File: src/common/bitsyncPkg.sv
//****************************************
// Bitsync shared definitions
// Widths, modes, FSM encodings and the
// structs passed between loop blocks
//****************************************

`default_nettype none

package bitsyncPkg;

    // Datapath widths
    localparam int sampleWidth = 18;
    localparam int errorWidth = 12;
    localparam int freqWidth = 32;
    localparam int accumWidth = 22;
    localparam int lockWidth = 16;
    localparam int shiftWidth = 5;

    // Transitions per averaging window, minus one
    localparam int avgLength = 15;

    typedef logic signed [sampleWidth-1:0] sampleT;

    typedef enum logic [4:0] {
        BPSK = 5'd0,
        QPSK = 5'd1,
        OQPSK = 5'd2,
        SOQPSK = 5'd3
    } demodModeT;

    // Two samples per symbol
    typedef enum logic {
        onTime = 1'b0,
        offTime = 1'b1
    } tedStateT;

    typedef enum logic [1:0] {
        average = 2'b00,
        test = 2'b01,
        slip0 = 2'b11,
        slip1 = 2'b10
    } slipStateT;

    typedef struct packed {
        sampleT i;
        sampleT q;
    } iqSampleT;

    typedef struct packed {
        demodModeT demodMode;
        logic oqpskIThenQ;
        logic useSummer;
        logic [freqWidth-1:0] nominalFreq;
        logic [shiftWidth-1:0] propShift;
        logic [shiftWidth-1:0] intShift;
        logic [lockWidth-1:0] lockCount;
    } bitsyncConfigT;

    typedef struct packed {
        logic signed [sampleWidth:0] timingError;
        sampleT slipError;
        logic transition;
        logic errorValid;
    } tedResultT;

endpackage

`default_nettype wire

File: src/rtl/bitsync.sv
//****************************************
// Bitsync top level
// Symbol timing recovery loop for the PSK
// and QPSK demodulator
//****************************************

`timescale 1ns/10ps
`default_nettype none

module bitsync import bitsyncPkg::*; (
    input  wire logic          clk,
    input  wire logic          reset,
    input  wire logic          sym2xEn,
    input  wire iqSampleT      iqIn,
    input  wire bitsyncConfigT cfg,
    output sampleT             symDataI,
    output sampleT             symDataQ,
    output logic               bitDataI,
    output logic               bitDataQ,
    output logic               symEn,
    output logic               sym2xEnOut,
    output sampleT             offsetError,
    output logic               offsetErrorEn,
    output sampleT             bsError,
    output logic               bsErrorEn,
    output logic [freqWidth-1:0] sampleFreq,
    output logic               bitsyncLock,
    output logic [lockWidth-1:0] lockCounter
);

    iqSampleT iqMf;
    tedResultT ted;
    logic slip;
    logic loopEn;
    logic signed [errorWidth-1:0] loopError;
    sampleT roundedError;

    sampleFilter sampleFilter_i (
        .clk     (clk),
        .sym2xEn (sym2xEn),
        .iqIn    (iqIn),
        .cfg     (cfg),
        .iqMf    (iqMf)
    );

    timingErrorDetector timingErrorDetector_i (
        .clk           (clk),
        .reset         (reset),
        .sym2xEn       (sym2xEn),
        .iqMf          (iqMf),
        .demodMode     (cfg.demodMode),
        .slip          (slip),
        .ted           (ted),
        .offsetError   (offsetError),
        .offsetErrorEn (offsetErrorEn),
        .symEn         (symEn),
        .symDataI      (symDataI),
        .symDataQ      (symDataQ),
        .bitDataI      (bitDataI),
        .bitDataQ      (bitDataQ)
    );

    lockMonitor lockMonitor_i (
        .clk         (clk),
        .reset       (reset),
        .sym2xEn     (sym2xEn),
        .ted         (ted),
        .lockCount   (cfg.lockCount),
        .slip        (slip),
        .bitsyncLock (bitsyncLock),
        .lockCounter (lockCounter)
    );

    //****************************************
    // Loop error rounding
    //****************************************
    assign loopEn = sym2xEn && ted.errorValid;
    assign loopError = ted.timingError[sampleWidth:sampleWidth-errorWidth+1] +
                       errorWidth'(ted.timingError[sampleWidth-errorWidth]);
    assign roundedError = ted.timingError[sampleWidth:1] + sampleWidth'(ted.timingError[0]);

    loopFilter loopFilter_i (
        .clk         (clk),
        .reset       (reset),
        .loopEn      (loopEn),
        .error       (loopError),
        .nominalFreq (cfg.nominalFreq),
        .propShift   (cfg.propShift),
        .intShift    (cfg.intShift),
        .sampleFreq  (sampleFreq)
    );

    // Error output for monitoring
    always_ff @(posedge clk) begin
        bsError <= roundedError;
    end

    always_ff @(posedge clk) begin
        if (reset) begin
            bsErrorEn <= 1'b0;
        end else begin
            bsErrorEn <= loopEn;
        end
    end

    assign sym2xEnOut = sym2xEn;

endmodule

`default_nettype wire

File: src/rtl/loopFilter.sv
//****************************************
// Bitsync loop filter
// Proportional plus saturating integral
// path onto the nominal sample frequency
//****************************************

`timescale 1ns/10ps
`default_nettype none

module loopFilter import bitsyncPkg::*; (
    input  wire logic                         clk,
    input  wire logic                         reset,
    input  wire logic                         loopEn,
    input  wire logic signed [errorWidth-1:0] error,
    input  wire logic [freqWidth-1:0]         nominalFreq,
    input  wire logic [shiftWidth-1:0]        propShift,
    input  wire logic [shiftWidth-1:0]        intShift,
    output logic [freqWidth-1:0]              sampleFreq
);

    localparam logic signed [freqWidth-1:0] maxFreq = {1'b0, {(freqWidth-1){1'b1}}};
    localparam logic signed [freqWidth-1:0] minFreq = {1'b1, {(freqWidth-1){1'b0}}};

    logic signed [freqWidth-1:0] errorExt;
    logic signed [freqWidth-1:0] propTerm, intTerm;
    logic signed [freqWidth-1:0] propReg, integrator;
    logic signed [freqWidth:0] intSum;

    assign errorExt = freqWidth'(error);
    assign propTerm = errorExt <<< propShift;
    assign intTerm = errorExt <<< intShift;
    assign intSum = {integrator[freqWidth-1], integrator} + {intTerm[freqWidth-1], intTerm};

    always_ff @(posedge clk) begin
        if (reset) begin
            propReg <= '0;
            integrator <= '0;
        end else if (loopEn) begin
            propReg <= propTerm;
            // Clamp on overflow of the top bit
            if (intSum[freqWidth] != intSum[freqWidth-1]) begin
                integrator <= intSum[freqWidth] ? minFreq : maxFreq;
            end else begin
                integrator <= intSum[freqWidth-1:0];
            end
        end
    end

    assign sampleFreq = nominalFreq + propReg + integrator;

endmodule

`default_nettype wire

File: src/rtl/sampleFilter.sv
//****************************************
// Bitsync front filter
// Optional two-sample sum on I and Q, then
// half-symbol deskew for offset QPSK
//****************************************

`timescale 1ns/10ps
`default_nettype none

module sampleFilter import bitsyncPkg::*; (
    input  wire logic          clk,
    input  wire logic          sym2xEn,
    input  wire iqSampleT      iqIn,
    input  wire bitsyncConfigT cfg,
    output iqSampleT           iqMf
);

    sampleT iDelay, qDelay;
    sampleT iFiltered, qFiltered;
    sampleT iSymDelay, qSymDelay;
    logic signed [sampleWidth:0] iSum, qSum;

    // One extra bit so the sum cannot wrap
    assign iSum = {iDelay[sampleWidth-1], iDelay} + {iqIn.i[sampleWidth-1], iqIn.i};
    assign qSum = {qDelay[sampleWidth-1], qDelay} + {iqIn.q[sampleWidth-1], iqIn.q};

    //****************************************
    // Two sample sum
    //****************************************
    always_ff @(posedge clk) begin
        if (sym2xEn) begin
            iDelay <= iqIn.i;
            qDelay <= iqIn.q;
            if (cfg.useSummer) begin
                iFiltered <= iSum[sampleWidth:1];
                qFiltered <= qSum[sampleWidth:1];
            end else begin
                iFiltered <= iDelay;
                qFiltered <= qDelay;
            end
        end
    end

    //****************************************
    // Symbol offset deskew
    //****************************************
    always_ff @(posedge clk) begin
        if (sym2xEn) begin
            iSymDelay <= iFiltered;
            qSymDelay <= qFiltered;
            case (cfg.demodMode)
                BPSK: begin
                    // Single rail, Q follows I
                    iqMf.i <= iFiltered;
                    iqMf.q <= iFiltered;
                end
                OQPSK: begin
                    if (cfg.oqpskIThenQ) begin
                        iqMf.i <= iSymDelay;
                        iqMf.q <= qFiltered;
                    end else begin
                        iqMf.i <= iFiltered;
                        iqMf.q <= qSymDelay;
                    end
                end
                SOQPSK: begin
                    iqMf.i <= iFiltered;
                    iqMf.q <= qSymDelay;
                end
                default: begin
                    iqMf.i <= iFiltered;
                    iqMf.q <= qFiltered;
                end
            endcase
        end
    end

endmodule

`default_nettype wire

File: src/ted/lockMonitor.sv
//****************************************
// Bitsync lock monitor
// Averages timing and slip error magnitudes,
// slips the TED on false lock and runs the
// up/down lock counter
//****************************************

`timescale 1ns/10ps
`default_nettype none

module lockMonitor import bitsyncPkg::*; (
    input  wire logic                 clk,
    input  wire logic                 reset,
    input  wire logic                 sym2xEn,
    input  wire tedResultT            ted,
    input  wire logic [lockWidth-1:0] lockCount,
    output logic                      slip,
    output logic                      bitsyncLock,
    output logic [lockWidth-1:0]      lockCounter
);

    slipStateT slipState;
    logic [3:0] avgCount;
    logic [accumWidth-1:0] avgError, avgSlipError;

    sampleT meanError;
    logic [sampleWidth-1:0] absError, absSlipError;
    logic slipNeeded;
    logic errorHigh;

    // Mean of the I and Q rail errors
    assign meanError = ted.timingError[sampleWidth:1];
    assign absError = meanError[sampleWidth-1] ? -meanError : meanError;
    assign absSlipError = ted.slipError[sampleWidth-1] ? -ted.slipError : ted.slipError;

    // Slip error under half the timing error
    assign slipNeeded = avgSlipError < {1'b0, avgError[accumWidth-1:1]};
    assign errorHigh = avgError[accumWidth-1:accumWidth-8] >
                       {1'b0, avgSlipError[accumWidth-1:accumWidth-7]};

    //****************************************
    // Averaging and slip FSM
    //****************************************
    always_ff @(posedge clk) begin
        if (reset) begin
            slipState <= average;
            avgCount <= 4'(avgLength);
            avgError <= '0;
            avgSlipError <= '0;
            slip <= 1'b0;
            bitsyncLock <= 1'b0;
            lockCounter <= '0;
        end else if (sym2xEn) begin
            case (slipState)
                average: begin
                    slip <= 1'b0;
                    if (ted.errorValid && ted.transition) begin
                        avgError <= avgError + accumWidth'(absError);
                        avgSlipError <= avgSlipError + accumWidth'(absSlipError);
                        if (avgCount == 4'd0) begin
                            slipState <= test;
                        end else begin
                            avgCount <= avgCount - 4'd1;
                        end
                    end
                end
                test: begin
                    avgCount <= 4'(avgLength);
                    avgError <= '0;
                    avgSlipError <= '0;
                    if (slipNeeded) begin
                        slipState <= slip0;
                        slip <= 1'b1;
                    end else begin
                        slipState <= average;
                    end
                    // Lock counter moves once per test
                    if (errorHigh) begin
                        if (lockCounter == ~lockCount) begin
                            bitsyncLock <= 1'b0;
                            lockCounter <= '0;
                        end else begin
                            lockCounter <= lockCounter - 1'b1;
                        end
                    end else begin
                        if (lockCounter == lockCount) begin
                            bitsyncLock <= 1'b1;
                            lockCounter <= '0;
                        end else begin
                            lockCounter <= lockCounter + 1'b1;
                        end
                    end
                end
                slip0: begin
                    slip <= 1'b0;
                    slipState <= slip1;
                end
                slip1: begin
                    slip <= 1'b0;
                    slipState <= average;
                end
                default: begin
                    slipState <= average;
                end
            endcase
        end
    end

endmodule

`default_nettype wire

File: src/ted/timingErrorDetector.sv
//****************************************
// Bitsync timing error detector
// Early, off-time, late detector at two
// samples per symbol with DC offset error,
// slip control and hard bit decisions
//****************************************

`timescale 1ns/10ps
`default_nettype none

module timingErrorDetector import bitsyncPkg::*; (
    input  wire logic      clk,
    input  wire logic      reset,
    input  wire logic      sym2xEn,
    input  wire iqSampleT  iqMf,
    input  wire demodModeT demodMode,
    input  wire logic      slip,
    output tedResultT      ted,
    output sampleT         offsetError,
    output logic           offsetErrorEn,
    output logic           symEn,
    output sampleT         symDataI,
    output sampleT         symDataQ,
    output logic           bitDataI,
    output logic           bitDataQ
);

    tedStateT tedState;
    logic slipped;
    logic dualRail;

    // Index 0 is late, 1 off-time, 2 early
    sampleT bbI [0:2];
    sampleT bbQ [0:2];

    sampleT errorI, errorQ, slipError;
    logic signed [sampleWidth:0] dcError;
    logic transition;
    logic transitionI, transitionQ;

    assign dualRail = (demodMode != BPSK);

    //****************************************
    // Baseband shift register
    //****************************************
    always_ff @(posedge clk) begin
        if (sym2xEn) begin
            bbI[0] <= iqMf.i;
            bbQ[0] <= dualRail ? iqMf.q : iqMf.i;
            bbI[1] <= bbI[0];
            bbI[2] <= bbI[1];
            bbQ[1] <= bbQ[0];
            bbQ[2] <= bbQ[1];
        end
    end

    // Sign change between early and late
    assign transitionI = bbI[2][sampleWidth-1] != bbI[0][sampleWidth-1];
    assign transitionQ = bbQ[2][sampleWidth-1] != bbQ[0][sampleWidth-1];

    //****************************************
    // On/off-time state and error terms
    //****************************************
    always_ff @(posedge clk) begin
        if (reset) begin
            tedState <= onTime;
            slipped <= 1'b0;
            transition <= 1'b0;
            errorI <= '0;
            errorQ <= '0;
            slipError <= '0;
            dcError <= '0;
        end else if (sym2xEn) begin
            case (tedState)
                onTime: begin
                    // A slip holds on-time for one extra strobe
                    if (slip && !slipped) begin
                        tedState <= onTime;
                    end else begin
                        tedState <= offTime;
                    end
                    slipped <= slip;
                end
                offTime: begin
                    tedState <= onTime;
                    if (transitionI) begin
                        transition <= 1'b1;
                        dcError <= (sampleWidth+1)'(bbI[2]) + (sampleWidth+1)'(bbI[0]);
                        if (bbI[2][sampleWidth-1]) begin
                            // Low to high
                            errorI <= -bbI[1];
                            slipError <= bbI[0];
                        end else begin
                            errorI <= bbI[1];
                            slipError <= bbI[2];
                        end
                    end else begin
                        transition <= 1'b0;
                        dcError <= '0;
                        errorI <= '0;
                    end
                    if (transitionQ) begin
                        if (bbQ[2][sampleWidth-1]) begin
                            errorQ <= -bbQ[1];
                        end else begin
                            errorQ <= bbQ[1];
                        end
                    end else begin
                        errorQ <= '0;
                    end
                end
                default: begin
                    tedState <= onTime;
                end
            endcase
        end
    end

    always_comb begin
        ted.timingError = (sampleWidth+1)'(errorI) + (sampleWidth+1)'(errorQ);
        ted.slipError = slipError;
        ted.transition = transition;
        ted.errorValid = (tedState == onTime);
    end

    // Half of early plus late
    assign offsetError = dcError[sampleWidth:1];
    assign offsetErrorEn = (tedState == offTime);
    assign symEn = sym2xEn && (tedState == onTime);

    //****************************************
    // Recovered symbols and bits
    //****************************************
    always_ff @(posedge clk) begin
        if (sym2xEn) begin
            symDataI <= bbI[0];
            symDataQ <= bbQ[0];
        end
        if (symEn) begin
            bitDataI <= bbI[1][sampleWidth-1];
            bitDataQ <= bbQ[1][sampleWidth-1];
        end
    end

endmodule

`default_nettype wire
File: config.mk
export PLATFORM = sky130hd
export DESIGN_NAME = bitsync
export DESIGN_NICKNAME = d
export VERILOG_FILES = /design/src/common/bitsyncPkg.sv /design/src/rtl/bitsync.sv /design/src/rtl/loopFilter.sv /design/src/rtl/sampleFilter.sv /design/src/ted/lockMonitor.sv /design/src/ted/timingErrorDetector.sv
export SDC_FILE = /design/constraint.sdc
export NUM_CORES = 1
export LEC_CHECK = 0
export BUFFER_PORTS_ARGS = -buffer_cell sky130_fd_sc_hd__clkbuf_2
export CAP_MARGIN = 30
export CORE_UTILIZATION = 34
export DETAILED_ROUTE_END_ITERATION = 6
export PLACE_DENSITY = 0.61
export RECOVER_POWER = 25
export SLEW_MARGIN = 30
export SYNTH_ARGS = -nofsm -noshare
export SYNTH_HDL_FRONTEND = slang
export SYNTH_SLANG_ARGS = --single-unit
File: constraint.sdc
create_clock -name clk -period 7.65 [get_ports clk]
set_input_delay 1.1475 -clock clk [delete_from_list [all_inputs] [get_ports clk]]
set_output_delay 1.1475 -clock clk [all_outputs]
set_load 0.005 [all_outputs]
## Yosys cells after proc, flatten, opt, wreduce, memory -nomap -nowiden

Memory sizes are Yosys's and may differ from the RTL's.
Index checks and enable logic that the tools add are counted.
Widths: inputs -> output; s select.

| word-level totals | value |
|---|---|
| RAM bits | 108 |
| bits in registers | 409 |
| logic and storage cells | 130 |
| memories kept | 2 |
| bits in latches | 0 |
| bits of input ports | 104 |
| ROM bits | 0 |

Memory list:

| memory | depth | bits a word | read ports | clocked after Yosys merged registers in | wr ports | RTL line | text |
|---|---|---|---|---|---|---|---|
| timingErrorDetector_i.bbI | 3 | 18 | 3 | 0 | 3 | timingErrorDetector.sv:33 | `sampleT bbI [0:2];` |
| timingErrorDetector_i.bbQ | 3 | 18 | 3 | 0 | 3 | timingErrorDetector.sv:34 | `sampleT bbQ [0:2];` |

| cells by class | value |
|---|---|
| add/sub/neg operators | 18 |
| $mul | 0 |
| multiplexer cells | 39 |
| reduce and logical (&&, ||, !) cells | 20 |
| $lt $le $gt $ge | 2 |
| bitwise operators | 2 |
| shift-type cells | 2 |
| equal/unequal tests | 15 |
| div/mod/pow operators | 0 |

Operator list:

| kind | count |
|---|---|
| $mux 18 | 10 |
| $pmux 36 s3 | 1 |
| $pmux 22 s2 | 2 |
| $add 18x18->19 | 4 |
| $neg 18->18 | 4 |
| $add 32x32->32 | 2 |
| $mux 32 | 2 |
| $sshl 12x5->32 | 2 |
| $mux 16 | 3 |
| $add 22x18->22 | 2 |
| $mux 22 | 2 |
| $mux 36 | 1 |
| $add 32x32->33 | 1 |
| $eq 16x16->1 | 2 |
| $lt 22x21->1 | 1 |
| $mux 19 | 1 |
| $add 18x1->18 | 1 |
| $add 16x1->16 const B | 1 |
| $not 16->16 | 1 |
| $sub 16x1->16 const B | 1 |
| $add 12x1->12 | 1 |
| $eq 5x2->1 const B | 2 |
| $reduce_and 3->1 | 3 |
| $gt 8x7->1 | 1 |
| 23 further kinds | 47 |

## Depth between registers and ports, before layout

| depth | value |
|---|---|
| depth after elaboration | 6 |
| depth in mapped cells | 31 |

## Hierarchy

Synthesis repeated with hierarchy kept, for this count alone.

| unflattened totals | value |
|---|---|
| cell total of the unflattened synthesis | 3243 |
| area total of the unflattened synthesis | 30809.5 µm² |

By module, submodules not included:

| module | seq. area each (µm²) | times used | area each (µm²) | cells an instance |
|---|---|---|---|---|
| timingErrorDetector | 4294.1 | 1 | 8107.8 | 740 |
| loopFilter | 1281.2 | 1 | 8081.5 | 1008 |
| sampleFilter | 4324.1 | 1 | 7179.4 | 542 |
| lockMonitor | 1361.3 | 1 | 6545.0 | 862 |
| bitsync | 380.4 | 1 | 895.9 | 91 |

## Worst setup path after synthesis

Ideal clock, no wire load.

| timing | value |
|---|---|
| path type | reg2reg |
| start | register timingErrorDetector_i.errorQ[0] |
| end | register loopFilter_i.integrator[0] |
| clock period less this slack | 6.983 ns |
| library setup time | 0.086 ns |
| arrival time | 6.898 ns |
| stages on the path, launching flop included | 31 |
| slack | 0.667 ns |
| cells stage by stage | dfxtp_1 -> ha_1 -> fa_1 -> a21o_1 -> a2bb2oi_1 -> nor2b_1 -> xnor2_1 -> ha_1 -> ha_1 -> nor2b_1 -> mux2i_1 -> a211oi_1 -> nand3_1 -> a221o_1 -> or2_1 -> a31oi_1 -> mux2i_1 -> nor2_1 -> ha_1 -> o21a_1 -> o211ai_1 -> a211oi_1 -> o311ai_1 -> o21ai_1 -> a21oi_1 -> nand3_1 -> a41o_1 -> or2_1 -> clkbuf_1 -> maj3_1 -> a211oi_1 |

| on the way | value |
|---|---|
| word-level cells in the longest chain between the ends | 6 |
| elaborated cells on any way between the ends | 7 |
| those cells by class | add/sub: 3; eq/ne: 1; shift: 1; mux: 2 |

RTL lines:

| element | RTL line | text |
|---|---|---|
| from (decl) | timingErrorDetector.sv:36 | `sampleT errorI, errorQ, slipError;` |
| from (signal assigned) | timingErrorDetector.sv:104 | `errorQ <= -bbQ[1];` |
| from (signal assigned) | timingErrorDetector.sv:106 | `errorQ <= bbQ[1];` |
| $add 18x18->19 * | timingErrorDetector.sv:120 | `ted.timingError = (sampleWidth+1)'(errorI) + (sampleWidth+1)'(errorQ);` |
| $add 12x1->12 * | bitsync.sv:78 | `assign loopError = ted.timingError[sampleWidth:sampleWidth-errorWidth+1] +` |
| $sshl 12x5->32 * | loopFilter.sv:31 | `assign intTerm = errorExt <<< intShift;` |
| $add 32x32->33 * | loopFilter.sv:32 | `assign intSum = {integrator[freqWidth-1], integrator} + {intTerm[freqWidth-1], intTerm};` |
| $mux 32 / $ne 1x1->1 (equally long branches) | loopFilter.sv:42, loopFilter.sv:41 |  |
| $mux 32 * | loopFilter.sv:41 | `if (intSum[freqWidth] != intSum[freqWidth-1]) begin` |
| to (signal assigned) | loopFilter.sv:42 | `integrator <= intSum[freqWidth] ? minFreq : maxFreq;` |
| to (signal assigned) | loopFilter.sv:44 | `integrator <= intSum[freqWidth-1:0];` |
| to (decl) | loopFilter.sv:26 | `logic signed [freqWidth-1:0] propReg, integrator;` |

Mark *: on every way between the ends. The rest lies on a longest branch, timed or not.
A chain may end at the register's enable or synchronous reset.

## Worst setup path in the final report

| timing | value |
|---|---|
| start | register timingErrorDetector_i.errorQ[2] |
| end | register loopFilter_i.integrator[0] |

The elaborated chain is that of the path after synthesis.

==> summary.md <==
| Metric | Value |
|---|---|
| CP max FO | `30` |
| Clock latency at the later pin of the worst-skew pair | `640 ps` |
| Accumulated negative setup slack | `0 ps` |
| Setup repair after global routing missed its margin | `true` |
| Global-route wire length before repair | `130000 um` |
| Worst setup skew after layout | `67.8 ps` |
| Cell area after placement | `32500 um^2` |
| Final Hold Vio Count | `0` |
| Setup slack after layout | `445 ps` |
| Multiplexer fraction of the synthesized cell area | `3.56%` |
| Area of the die | `90800 um^2` |
| Dominant cell type by area after synthesis | `edfxtp_1` |
| Antenna-violating nets left | `0` |
| Cell with the most instances after synthesis | `nor2_1` |
| DRC marker count from the first detailed-route iteration | `2037` |
| Synth Area in Adders | `12.0%` |
| Total congestion overflow | `0` |
| Failing checks | `DRC, capacitance limit, slew limit` |
| Num ports | `231` |
| Vertical die dimension | `301 um` |
| Initial standard-cell utilization of the core | `34.4%` |
| Largest voltage drop on the vdd net | `0.000200 V` |
| Clock-pin slew of the registers on the worst-case setup and hold paths | `60 ps` |
| TritonCTS Buffers | `52` |
| Flip-flop cell with the highest count after synthesis | `edfxtp_1` |
| Pin count of the biggest net entering global routing | `108` |
| Placement-stage worst setup slack | `-198 ps` |
| Antenna violations before repair | `4` |
| Synth top area share | `23.4%` |
| Worst hold-check slack | `400 ps` |
| Final Critical Period | `7210 ps` |
| Post-Route Utilization | `38.9%` |
| Number of port buffers | `230` |
| Synthesized-area fraction occupied by ao, oa, aoi and oai cells | `19.8%` |
| Final #Nets | `3717` |
| Power density over cell area | `207 nW/um^2` |
| Final Instance Area | `34400 um^2` |
| Commonest cells in the synthesized netlist | `nor2_1 (326), edfxtp_1 (237), dfxtp_1 (226)` |
| Clock Sinks | `463` |
| Maximum buffer depth of the clock tree | `3` |
| Final-report setup violation count | `0` |
| Met3 wire length | `5410 um` |
| Nature of the critical path startpoint | `flip-flop` |
| Lkg Pwr | `13.8 nW` |
| Combined area of all synthesized cells | `30500 um^2` |
| Buffer cell driving the clock tree root | `clkbuf_16` |
| Total wirelength of the detailed-routed design | `83400 um` |
| Fraction of the yosys area taken by sequential cells | `38.2%` |
| Simple-gate portion of the synthesized area | `15.2%` |
| Fillcell total | `8838` |
| Area delta synth->final | `12.9%` |
| Result of the run | `complete, but fails checks` |
| Quantity of hold-fixing buffers added after cts | `0` |
| Critical Path RT | `8140 ps` |
| Data arrival, critical path | `7690 ps` |
| Std-Cell Core Area | `88500 um^2` |
| Leading post-synthesis cells by cell area | `edfxtp_1 (23%), dfxtp_1 (15%), ha_1 (8.5%)` |
| EDFF count, synth | `237` |
| Maximum cell stage delay along the critical path | `400 ps` |
| Total length of routed met2 wires | `37700 um` |
| Endpoint kind of the worst setup timing path | `flip-flop` |
| Post-route fraction of the period consumed by the critical path | `94.2%` |
| Type of the worst min-delay path | `reg2reg` |
| Detailed placement HPWL | `63200 um` |
| Instance count of the mapped netlist | `3234` |
| Max-cap violations | `1` |
| Post-detailed-route DRC marker count | `49` |
| Worst-case headroom to the max-slew limit | `-62.4%` |
| Share of layout cells above drive strength 1 | `13.6%` |
| Number of storage elements in the synthesis netlist | `463` |
| Pre-Repair DR Iteration Count | `7` |
| Fraction of synthesized cell area in xor and xnor cells | `6.57%` |
| Classification of the worst setup path | `reg2reg` |
| Average wire per standard cell | `18.2 um` |
| Share of async-settable or async-resettable flops after synthesis | `0%` |
| Post-Route M1 WL | `38700 um` |
| Via count of the first global-routing pass | `23000` |
| Synthesized Nets | `3583` |
| Worst-Margin Slew | `2440 ps` |
| Ratio of routed vias to standard cells | `5.38` |
| CTS tree | `yes` |
| Yosys Warn Count | `0` |
| Maximum clock frequency | `139 MHz` |
| Die X-Extent | `301 um` |
| Distinct cells, synth | `101` |
| Total count of max-transition violations in the final report | `37` |
| Number of core rows | `109` |
| Gpl congestion | `0.912` |
| Max layer used | `met4` |
| H-tree depth | `2` |
| Combinational family with the most area after synthesis | `compound AO/OA/AOI/OAI gates` |
| DR vias | `24600` |
| Crit-path slowest cell | `o311ai_2` |
| GRT Resource Usage Total | `17.9%` |
| Mean instance size in the synthesized netlist | `9.42 um^2` |
final timing paths:
kind / from / endpoint / slack, ps / cells past startpoint
worst max-delay path: timingErrorDetector_i.errorQ[2] / loopFilter_i.integrator[0] / 440 / 30
worst min-delay path: timingErrorDetector_i.bbQ[0][10] / timingErrorDetector_i.symDataQ[10] / 400 / 0
worst max register to register: timingErrorDetector_i.errorQ[2] / loopFilter_i.integrator[0] / 440 / 30
worst min register to register: timingErrorDetector_i.bbQ[0][10] / timingErrorDetector_i.symDataQ[10] / 400 / 0
state kept, by name (all words and copies together) (netlist names), 20 cells and up:
register                    flops
lockMonitor_i.avgError         22
loopFilter_i.propReg           32
sampleFilter_i.iqMf            36
loopFilter_i.integrator        32
lockMonitor_i.avgSlipError     22
timingErrorDetector_i.bbI      37
timingErrorDetector_i.bbQ      20
logic make-up (layout without fill, tap and decap cells):
kind of cell    Yosys count  in the layout
fa+ha+maj               275            275
other cells               0              1
compound gates          878            878
xor+xnor                226            226
simple gates            961            961
flops                   463            463
buf+inv                 332            510
mux                      99             99
stage by stage:
| step | std cells | total power [mW] |
|---|---|---|
| after global routing | 4578 | 7.46 |
| after CTS | 4570 | 7.16 |
| after detailed placement | 4472 | 4.55 |
| final | 4578 | 7.11 |
| after global placement | 4472 | 4.54 |
| after floorplan | 3234 | 4.04 |
report_power, final:
group | internal, mW | switching (mW) | leakage [nW]
clock | 1.50 | 1.09 | 0.850
combinational | 0.659 | 0.917 | 8.75
sequential | 2.80 | 0.139 | 4.16
layer usage:
| layer | up-vias | GRT usage, % |
|---|---|---|
| li1 | 12300 | - |
| met1 | 11600 | 24.8 |
| met2 | 633 | 28.6 |
| met3 | 86 | 3.34 |
| met4 | 0 | 4.09 |
| met5 | - | 0 |
layout by cell type (no fill, tap or decap), drive strengths merged, types with 11 or more instances in the layout:
master,synthesis,layout
nand4,24,24
clkbuf,125,292
and2,20,20
a22oi,85,85
nor2b,38,38
o41ai,13,13
a211oi,83,83
or2,25,25
o211ai,24,24
nor4,17,17
maj3,30,30
a31oi,27,27
inv,141,142
xnor2,160,160
xor2,65,65
buf,61,37
or3,43,43
nor3,68,68
a21oi,177,177
a21boi,11,11
nand2b,32,32
nand3,82,82
edfxtp,237,237
nor2,327,327
o21ai,165,165
a222oi,19,19
o21a,30,30
fa,39,39
a311oi,15,15
mux2i,34,34
and3,45,45
clkinv,5,23
ha,206,206
mux2,64,64
dfxtp,226,226
a21o,60,60
o31ai,32,32
o311ai,11,11
nand2,198,198
o22ai,17,17
timing repair:
item | in CTS | in global routing
pin swaps | 1 | 9
gates resized for setup | 6 | 17
setup buffers | 0 | 7
endpoints found under the setup margin | 30 | 32
worst max-delay path: cells and delay by family (launching register included):
family / cells / cell delay, ps
compound gates: 15 / 3430
flops: 1 / 320
fa+ha+maj: 5 / 1540
mux: 2 / 270
xor+xnor: 2 / 340
buf+inv: 1 / 190
simple gates: 5 / 950
area by class of cell:
class,instances,area (um^2),share of cell area [%]
antenna,1,2.50,0.00727
clock buffer,63,1370,3.99
clock inverter,35,427,1.24
inverter,146,548,1.59
multi-input combinational,2439,17600,51.1
sequential,463,11600,33.8
tap,1165,1460,4.24
timing repair buffer,266,1390,4.04
Note: power is estimated with default switching activity, not from simulation.
